`src/hw/stringAccelPkg.sv`:
```
// Shared geometry constants, vector types and engine state encoding
// for the string splice accelerator
`default_nettype none

package stringAccelPkg;

	localparam int MaxWords     = 8;                       // Words per string
	localparam int CharsPerWord = 4;                       // Byte lanes per word
	localparam int MaxChars     = MaxWords * CharsPerWord; // 32 characters per string
	localparam int AddrBits     = 5;                       // Bus address width, 0..16 used

	// Bus data, also one word of a string
	typedef logic [31:0] busWord;

	// Bus word address
	typedef logic [AddrBits-1:0] busAddr;

	// Word select inside a string
	typedef logic [2:0] wordIdx;

	// Character position 0..31
	typedef logic [4:0] charIdx;

	// One character
	typedef logic [7:0] strChar;

	// Window length from the control register
	typedef logic [7:0] spliceLen;

	// Engine FSM
	typedef enum logic [1:0] {
		Idle,   // Waiting for a go edge
		Run,    // Stepping through the 32 positions
		Finish  // Last write drains, done held until go drops
	} engState;

endpackage

`default_nettype wire

```
`src/hw/avalonRegs.sv`:
```
// Bus slave with address decode, control register
// and registered read data
`timescale 1ns/1ns
`default_nettype none

module avalonRegs (
	input  logic                     clk,
	input  logic                     reset,
	input  logic                     read,
	input  logic                     write,
	input  logic                     chipselect,
	input  stringAccelPkg::busAddr   address,
	input  stringAccelPkg::busWord   writedata,
	output stringAccelPkg::busWord   readdata,
	input  logic                     done,         // Engine status in control bit 0
	output logic                     go,
	output stringAccelPkg::charIdx   spliceIndex,
	output stringAccelPkg::spliceLen spliceLength,
	output logic                     busWe,
	output logic                     busSel,       // 0 selects A, 1 selects B
	output stringAccelPkg::wordIdx   busWordAddr,
	output stringAccelPkg::busWord   busWrData,
	input  stringAccelPkg::busWord   busRdA,
	input  stringAccelPkg::busWord   busRdB,
	input  stringAccelPkg::busWord   busRdRes
);

	logic [31:1] ctrlBits; // Control bits above done
	logic ctrlHit;
	logic aHit;
	logic bHit;
	stringAccelPkg::busAddr aOffset; // Address minus A base
	stringAccelPkg::busWord rdMux;

	// Region decode
	assign ctrlHit = (address == '0);
	assign aHit    = (address >= 1) && (address <= stringAccelPkg::MaxWords);
	assign bHit    = (address > stringAccelPkg::MaxWords) &&
		(address <= 2 * stringAccelPkg::MaxWords);

	// A and B bases are 8 words apart and share the low offset bits
	assign aOffset = address - stringAccelPkg::busAddr'(1);

	// Word port towards the buffers
	assign busSel      = bHit;
	assign busWordAddr = aOffset[2:0];
	assign busWrData   = writedata;
	assign busWe       = write && chipselect && ((aHit && !done) || bHit); // A locked while done

	// Index field is only 4 bits wide
	assign go           = ctrlBits[1];
	assign spliceIndex  = {1'b0, ctrlBits[5:2]};
	assign spliceLength = ctrlBits[13:6];

	// Control register without a stored bit 0
	always_ff @(posedge clk) begin
		if (reset) begin
			ctrlBits <= '0;
		end else if (ctrlHit && write && chipselect) begin
			ctrlBits <= writedata[31:1];
		end
	end

	// Read source select
	always_comb begin
		rdMux = '0; // Unmapped addresses
		if (ctrlHit) begin
			rdMux = {ctrlBits, done};
		end else if (aHit) begin
			rdMux = done ? busRdRes : busRdA; // Result shows through A while done
		end else if (bHit) begin
			rdMux = busRdB;
		end
	end

	// Read data held between reads
	always_ff @(posedge clk) begin
		if (reset) begin
			readdata <= '0;
		end else if (read && chipselect) begin
			readdata <= rdMux;
		end
	end

endmodule

`default_nettype wire

```
`src/hw/spliceEngine.sv`:
```
// Splice FSM, one result character per cycle
`timescale 1ns/1ns
`default_nettype none

module spliceEngine (
	input  logic                     clk,
	input  logic                     reset,
	input  logic                     go,
	input  stringAccelPkg::charIdx   spliceIndex,
	input  stringAccelPkg::spliceLen spliceLength,
	output stringAccelPkg::charIdx   engCharAddr,  // Read address for A and B
	input  stringAccelPkg::strChar   aChar,
	input  stringAccelPkg::strChar   bChar,
	output logic                     resWe,
	output stringAccelPkg::charIdx   resCharAddr,
	output stringAccelPkg::strChar   resChar,
	output logic                     done
);

	stringAccelPkg::engState state;
	logic goPrev;
	logic goRise;
	stringAccelPkg::charIdx rdPos;     // Position being read this cycle
	stringAccelPkg::charIdx idxReg;    // Latched window start
	stringAccelPkg::spliceLen lenReg;  // Latched window length
	stringAccelPkg::charIdx winOffset; // Position within B
	logic inWindow;

	assign goRise = go && !goPrev;

	// Window test, positions past 31 never occur so overrun is dropped
	assign winOffset = rdPos - idxReg;
	assign inWindow  = (rdPos >= idxReg) &&
		(stringAccelPkg::spliceLen'(winOffset) < lenReg);

	// Inside the window only B is needed, outside only A
	assign engCharAddr = inWindow ? winOffset : rdPos;

	// Window parameters captured on the go edge
	always_ff @(posedge clk) begin
		if (state == stringAccelPkg::Idle && goRise) begin
			idxReg <= spliceIndex;
			lenReg <= spliceLength;
		end
	end

	// Write stage, one cycle behind the read address
	always_ff @(posedge clk) begin
		if (state == stringAccelPkg::Run) begin
			resCharAddr <= rdPos;
			resChar     <= inWindow ? bChar : aChar;
		end
	end

	always_ff @(posedge clk) begin
		if (reset) begin
			state  <= stringAccelPkg::Idle;
			goPrev <= 1'b0;
			rdPos  <= '0;
			resWe  <= 1'b0;
			done   <= 1'b0;
		end else begin
			goPrev <= go;
			case (state)
				stringAccelPkg::Idle: begin
					resWe <= 1'b0;
					if (goRise) begin
						rdPos <= '0;
						state <= stringAccelPkg::Run;
					end
				end
				stringAccelPkg::Run: begin
					resWe <= 1'b1;                 // Writes previous position
					rdPos <= rdPos + 1'b1;
					if (rdPos == stringAccelPkg::charIdx'(stringAccelPkg::MaxChars - 1)) begin
						state <= stringAccelPkg::Finish;
					end
				end
				stringAccelPkg::Finish: begin
					resWe <= 1'b0;                 // Last character lands here
					if (done && !go) begin
						done  <= 1'b0;             // Released by software
						state <= stringAccelPkg::Idle;
					end else begin
						done <= 1'b1;
					end
				end
				default: begin
					state <= stringAccelPkg::Idle;
				end
			endcase
		end
	end

endmodule

`default_nettype wire

```
`src/hw/stringAccelTop.sv`:
```
// Top level of the accelerator: bus slave, string buffers, splice engine
`timescale 1ns/1ns
`default_nettype none

module stringAccelTop (
	input  logic                   clk,
	input  logic                   reset,
	input  logic                   read,
	input  logic                   write,
	input  logic                   chipselect,
	input  stringAccelPkg::busAddr address,
	input  stringAccelPkg::busWord writedata,
	output stringAccelPkg::busWord readdata
);

	// Slave to buffers
	logic busWe;
	logic busSel;
	stringAccelPkg::wordIdx busWordAddr;
	stringAccelPkg::busWord busWrData;
	stringAccelPkg::busWord busRdA;
	stringAccelPkg::busWord busRdB;
	stringAccelPkg::busWord busRdRes;

	// Slave to engine
	logic go;
	logic done;
	stringAccelPkg::charIdx spliceIndex;
	stringAccelPkg::spliceLen spliceLength;

	// Engine to buffers
	stringAccelPkg::charIdx engCharAddr;
	stringAccelPkg::strChar aChar;
	stringAccelPkg::strChar bChar;
	logic resWe;
	stringAccelPkg::charIdx resCharAddr;
	stringAccelPkg::strChar resChar;

	avalonRegs u_regs (
		.clk(clk), .reset(reset), .read(read), .write(write), .chipselect(chipselect),
		.address(address), .writedata(writedata), .readdata(readdata), .done(done),
		.go(go), .spliceIndex(spliceIndex), .spliceLength(spliceLength),
		.busWe(busWe), .busSel(busSel), .busWordAddr(busWordAddr), .busWrData(busWrData),
		.busRdA(busRdA), .busRdB(busRdB), .busRdRes(busRdRes)
	);

	stringBuffers u_buffers (
		.clk(clk), .reset(reset), .busWe(busWe), .busSel(busSel),
		.busWordAddr(busWordAddr), .busWrData(busWrData),
		.busRdA(busRdA), .busRdB(busRdB), .busRdRes(busRdRes),
		.engCharAddr(engCharAddr), .aChar(aChar), .bChar(bChar),
		.resWe(resWe), .resCharAddr(resCharAddr), .resChar(resChar)
	);

	spliceEngine u_engine (
		.clk(clk), .reset(reset), .go(go),
		.spliceIndex(spliceIndex), .spliceLength(spliceLength),
		.engCharAddr(engCharAddr), .aChar(aChar), .bChar(bChar),
		.resWe(resWe), .resCharAddr(resCharAddr), .resChar(resChar), .done(done)
	);

endmodule

`default_nettype wire

```
`src/hw/stringBuffers.sv`:
```
// Word arrays for strings A, B and Result
// Whole-word bus port plus byte-wide engine port
`timescale 1ns/1ns
`default_nettype none

module stringBuffers (
	input  logic                   clk,
	input  logic                   reset,
	input  logic                   busWe,
	input  logic                   busSel,      // 0 writes A, 1 writes B
	input  stringAccelPkg::wordIdx busWordAddr,
	input  stringAccelPkg::busWord busWrData,
	output stringAccelPkg::busWord busRdA,
	output stringAccelPkg::busWord busRdB,
	output stringAccelPkg::busWord busRdRes,
	input  stringAccelPkg::charIdx engCharAddr,
	output stringAccelPkg::strChar aChar,
	output stringAccelPkg::strChar bChar,
	input  logic                   resWe,       // Engine byte write
	input  stringAccelPkg::charIdx resCharAddr,
	input  stringAccelPkg::strChar resChar
);

	stringAccelPkg::busWord strA   [stringAccelPkg::MaxWords];
	stringAccelPkg::busWord strB   [stringAccelPkg::MaxWords];
	stringAccelPkg::busWord strRes [stringAccelPkg::MaxWords];

	stringAccelPkg::wordIdx engWord;
	stringAccelPkg::wordIdx resWord;
	logic [1:0] engLane; // Byte lane, low byte is character 0
	logic [1:0] resLane;

	// Character position to word and lane
	assign engWord = stringAccelPkg::wordIdx'(engCharAddr / stringAccelPkg::CharsPerWord);
	assign engLane = 2'(engCharAddr % stringAccelPkg::CharsPerWord);
	assign resWord = stringAccelPkg::wordIdx'(resCharAddr / stringAccelPkg::CharsPerWord);
	assign resLane = 2'(resCharAddr % stringAccelPkg::CharsPerWord);

	// Bus side reads, same word of every string
	assign busRdA   = strA[busWordAddr];
	assign busRdB   = strB[busWordAddr];
	assign busRdRes = strRes[busWordAddr];

	// Engine side byte reads, A and B share one address
	assign aChar = strA[engWord][8*engLane +: 8];
	assign bChar = strB[engWord][8*engLane +: 8];

	always_ff @(posedge clk) begin
		if (reset) begin
			strA   <= '{default: '0}; // All strings start empty
			strB   <= '{default: '0};
			strRes <= '{default: '0};
		end else begin
			if (busWe && !busSel) begin
				strA[busWordAddr] <= busWrData;
			end
			if (busWe && busSel) begin
				strB[busWordAddr] <= busWrData;
			end
			if (resWe) begin
				strRes[resWord][8*resLane +: 8] <= resChar; // Single lane update
			end
		end
	end

endmodule

`default_nettype wire

```
`config.mk`:
```
export PLATFORM = sky130hd
export DESIGN_NAME = stringAccelTop
export DESIGN_NICKNAME = d
export VERILOG_FILES = /design/src/hw/stringAccelPkg.sv /design/src/hw/avalonRegs.sv /design/src/hw/spliceEngine.sv /design/src/hw/stringAccelTop.sv /design/src/hw/stringBuffers.sv
export SDC_FILE = /design/constraint.sdc
export NUM_CORES = 2
export LEC_CHECK = 0
export ABC_AREA = 1
export BUFFER_PORTS_ARGS = -buffer_cell sky130_fd_sc_hd__buf_2
export CORE_MARGIN = 8
export CORE_UTILIZATION = 38
export CTS_CLUSTER_DIAMETER = 200
export DETAILED_ROUTE_END_ITERATION = 8
export GPL_TIMING_DRIVEN = 0
export PLACE_DENSITY = 0.52
export RECOVER_POWER = 100
export SYNTH_ARGS = -nofsm -noshare
export SYNTH_HDL_FRONTEND = slang
export SYNTH_HIERARCHICAL = 1
export SYNTH_SLANG_ARGS = --single-unit
```
`constraint.sdc`:
```
create_clock -name clk -period 4.5 [get_ports clk]
set_clock_uncertainty 0.05 [all_clocks]
set_input_delay 0.225 -clock clk [delete_from_list [all_inputs] [get_ports clk]]
set_output_delay 0.225 -clock clk [all_outputs]
set_load 0.03 [all_outputs]
```
==> results.txt <==
- Of the synthesized area, sequential elements account for 0.415.
* Hold Path Class: in -> reg
- CTS buffer count: 104
- Crit path cell chain: buf_2 -> inv_1 -> ha_1 -> xor2_1 -> nor2_2 -> nand2_2 -> clkbuf_1 -> o22ai_1 -> nor2_1 -> nand4_1 -> nand2_1 -> nand2_1 -> nand3_1 -> nand3_1 -> nand2_1 -> a21oi_2
- Clock network fraction of total power: 0.485
- Of the available clock period, the critical path in the final layout requires 1.04.
- At the end of the flow, the number of nets in the layout was 6760.
* Depth of the CTS H-tree: 3
- Port Buffer Count: 71
- Combinational power share: 0.079
* Root buf cell: sky130_fd_sc_hd__clkbuf_16
* Leading cell types by count after synthesis: sky130_fd_sc_hd__nand2_1, sky130_fd_sc_hd__nor2_1, sky130_fd_sc_hd__dfxtp_1, sky130_fd_sc_hd__o21ai_0, sky130_fd_sc_hd__nand3_1
- Number of iterations in the first detailed-routing pass: 9
* Antenna violations before repair: 24
- EDFF count, synth: 26
- The floorplan has 122 rows.
- Peak Freq: 0.213 GHz
- Dividing total power by cell area gives a power density of 360 nW/um^2.
- Floorplan die width: 350 um
* Final setup vio count: 21
- For the finished layout, the period the worst path requires is 4.69 ns.
* Capturing element type of the critical path: flip-flop
* Sequential Power Share: 0.436
- Data on the critical path arrives at its endpoint at 5.21 ns.
* Worst hold-check slack: 0.0477 ns
- The final reports fail on design-rule violations, max-capacitance violations, max-slew violations, negative setup slack.
* Core area: 111000 sq um
- Cell occurring most often along the worst timing path: sky130_fd_sc_hd__nand2_1
* Dpl cell area: 44700 sq um
- Clock sinks: 867
- Internal portion of total power: 12.9 mW
- Startpoint of the tightest hold check path: address[3]
- The via count of the first global-routing pass came to 44300.
- Clock-pin slew on the worst setup and hold paths: 0.06 ns
- Area enclosed by the die boundary: 123000 sq um
- The flow ran to the end, but the final reports show violations.
- Net Sw Frac: 0.278
* Layout cell share with drive strength beyond 1: 0.0880
- For the worst setup path, the data required time is 5.03 ns.
- In this run the worst setup path begins at address[0].
- The most used flip-flop cell after synthesis is sky130_fd_sc_hd__dfxtp_1.
* Post-synth ARST share: 0
- For the pin with the worst max-slew slack, the measured transition is 1.69 ns.
- Maximum clock insertion buffer count: 3
* Wire length of the first global-routing pass: 380 mm
- The floorplan step set the die height to 350 um.
- Worst stage delay on the critical path: 1.18 ns
- The tool flagged a number of max-cap violations equal to 20.
- Sorting the synthesized cells by area gives the leading types as sky130_fd_sc_hd__dfxtp_1, sky130_fd_sc_hd__nand2_1, sky130_fd_sc_hd__nor2_1, sky130_fd_sc_hd__o21ai_0, sky130_fd_sc_hd__nand3_1.
* Beginning of the worst register-to-register path: u_engine/done
* Total number of yosys warnings: 6
- For this block, the via count after detailed routing is 50600.
- The worst pin sits at a relative slew slack of -0.133.
- In this run the remaining antenna-violating nets after routing total 0.
- Total count of max-transition violations in the final report: 189
* Initial core utilization: 0.383
* Sum of overflow across all layers after global routing: 0
* Maximum number of pins on one net before global-route repair: 16
* Distinct cells, synth: 42
- Along the worst path, the maximum fanout reaches 10.
* Vias per std cell: 6.11
- After synthesis, the mean cell area works out to 6.55 sq um.
- The share of synthesized area in the top cell type comes to 0.396.
* Post-route setup slack: -0.185 ns
* Residual DRC count: 3
- The worst register-to-register path has a setup slack of -0.07 ns.
- Global-route total usage across every layer: 0.449
* Routed length per instance: 34.8 um
- The synthesized design spends more area on one cell type than any other, namely sky130_fd_sc_hd__dfxtp_1.
- The HPWL after detailed placement is 216 mm.
- Routability-driven placement finished with a final weighted congestion of 1.07.
- Synthesis-stage register bit count: 867
- Synthesized net count: 6545
- Maximum VDD drop: 0.000334 V
- After filler insertion, the fill cell instance count of the layout stands at 12000.
* I/O pin total: 74
- Cell with the most instances after synthesis: sky130_fd_sc_hd__nand2_1
- The area growth from synthesis to layout is 17.1%.
* Switching Power: 4.98 mW
- The finished cells cover 49800 sq um.
* Worst skew pair latency: 0.74 ns
* Slowest-stage cell, CP: sky130_fd_sc_hd__clkbuf_1
- Hold Violations, Final: 0
* Critical path launch point type: input pin
- Synthesis produced a netlist whose cell count is 6483.
- The setup path with the least slack is of type in -> reg.
* CTS tree: done
- Total wire length after detailed routing: 288 mm
- Leakage power figure: 20.6 nW
- Synth Cell Area: 42500 sq um
- In this run, the number of DRC markers left after iteration 0 of detailed routing was 9609.
[final cells by class]
cell class                      count  area, sq um  share of cell area
Clock buffer                      151         3030              0.0609
Inverter                          326         1230              0.0247
Buffer                            513         3080              0.0618
Antenna cell                       24         60.1             0.00121
Clock inverter                     29          378             0.00759
Sequential cell                   867        17600               0.354
Multi-Input combinational cell   4775        21800               0.438
Tap cell                         1488         1860              0.0374
Timing Repair Buffer              111          714              0.0144
[power by group through the flow]
stage                     Sequential [mW]  Combinational, mW  Clock [mW]
after floorplan                      7.96              0.497           0
after global placement               7.98               1.26           0
after detailed placement             7.98               1.26           0
after CTS                            7.81               1.29        8.71
after global routing                 7.81               1.35        8.99
final                                7.81               1.41        8.68
[layout by cell type (no fill, tap or decap), types with 14 or more instances in the layout]
| cell | synthesis | routed |
|---|---|---|
| sky130_fd_sc_hd__o211ai_1 | 25 | 25 |
| sky130_fd_sc_hd__nor2_1 | 1198 | 1203 |
| sky130_fd_sc_hd__nand4_1 | 58 | 58 |
| sky130_fd_sc_hd__diode_2 | 0 | 24 |
| sky130_fd_sc_hd__clkbuf_8 | 0 | 51 |
| sky130_fd_sc_hd__nand3_2 | 3 | 40 |
| sky130_fd_sc_hd__clkbuf_1 | 322 | 322 |
| sky130_fd_sc_hd__nand2_1 | 1534 | 1486 |
| sky130_fd_sc_hd__dlygate4sd3_1 | 0 | 40 |
| sky130_fd_sc_hd__clkinv_2 | 0 | 14 |
| sky130_fd_sc_hd__nand3_1 | 550 | 498 |
| sky130_fd_sc_hd__ha_1 | 19 | 18 |
| sky130_fd_sc_hd__clkbuf_16 | 0 | 109 |
| sky130_fd_sc_hd__o21ai_1 | 37 | 37 |
| sky130_fd_sc_hd__buf_6 | 9 | 29 |
| sky130_fd_sc_hd__dfxtp_1 | 841 | 839 |
| sky130_fd_sc_hd__clkbuf_2 | 2 | 26 |
| sky130_fd_sc_hd__a21oi_1 | 357 | 362 |
| sky130_fd_sc_hd__o21ai_0 | 781 | 781 |
| sky130_fd_sc_hd__edfxtp_1 | 26 | 26 |
| sky130_fd_sc_hd__a21oi_2 | 19 | 14 |
| sky130_fd_sc_hd__nor3_1 | 19 | 26 |
| sky130_fd_sc_hd__a22oi_1 | 65 | 65 |
| sky130_fd_sc_hd__clkbuf_4 | 0 | 29 |
| sky130_fd_sc_hd__nand3_4 | 1 | 16 |
| sky130_fd_sc_hd__inv_1 | 300 | 302 |
| sky130_fd_sc_hd__buf_4 | 62 | 59 |
| sky130_fd_sc_hd__buf_2 | 89 | 92 |
| sky130_fd_sc_hd__nand2_2 | 9 | 46 |
| sky130_fd_sc_hd__o22ai_1 | 29 | 29 |
| sky130_fd_sc_hd__a211oi_1 | 26 | 26 |
[state kept, by name, indices dropped and copies added, names as in the netlist, 5 cells and up]
signal,cells
u_engine/resChar,8
u_buffers/strRes,256
u_buffers/strA,256
u_regs/readdata,32
u_engine/lenReg,8
u_engine/idxReg,5
u_regs/ctrlBits,31
u_buffers/strB,256
u_engine/rdPos,5
u_engine/resCharAddr,5
[stage by stage]
step / setup TNS, ns / std cells / util / power, mW / setup WS, ns
global placement: -24.25 / 8042 / 0.403 / 9.24 / -1.66
floorplan: 0 / 6483 / - / 8.46 / 0.895
detailed placement: -18.55 / 8042 / 0.404 / 9.24 / -1.65
finish: -1.44 / 8284 / 0.449 / 17.9 / -0.185
CTS: 0 / 8262 / 0.449 / 17.8 / 0.0368
global route: -0.00589 / 8263 / 0.449 / 18.2 / -0.00458
[worst paths after layout]
kind	to	cells past startpoint
hold reg to reg	u_buffers/strRes[124]	2
setup / recovery	u_regs/readdata[16]	16
setup reg to reg	u_buffers/strA[221]	14
hold / removal	u_regs/readdata[1]	6
[routing by layer]
metal	up-vias	GRT usage	share of wire
met1	24100	0.588	0.39
met5	-	0	0.00050
met2	4225	0.585	0.37
met3	741	0.249	0.18
li1	21500	-	-
met4	6	0.218	0.063
[timing repair]
item | CTS | global route
cloned | 0 | 0
hold buffers | 40 | 0
pin swaps | 9 | 8
resized for setup | 367 | 61
endpoints found under the setup margin | 8 | 8
hold endpoints to repair | 137 | 0
buffers inserted | 0 | 0
[cell families (layout without fill, tap and decap cells)]
| family | Yosys count | in the layout | synth area share |
|---|---|---|---|
| simple gates | 3403 | 3403 | 0.325 |
| compound gates | 1349 | 1349 | 0.169 |
| flops | 867 | 867 | 0.415 |
| buf+inv | 841 | 1130 | 0.0840 |
| fa+ha+maj | 20 | 20 | 0.00607 |
| xor+xnor | 2 | 2 | 0.000412 |
| other cells | 1 | 25 | 0.0000883 |
[worst max-delay path, delay by kind of cell]
family | cells | cell delay [ns]
adder cells (fa/ha/maj) | 1 | 0.17
buffers and inverters | 3 | 1.40
XOR/XNOR | 1 | 0.42
AND/OR/NAND/NOR | 9 | 2.36
AO/OA/AOI/OAI | 2 | 0.60
Note: power is estimated with default switching activity, not from simulation.
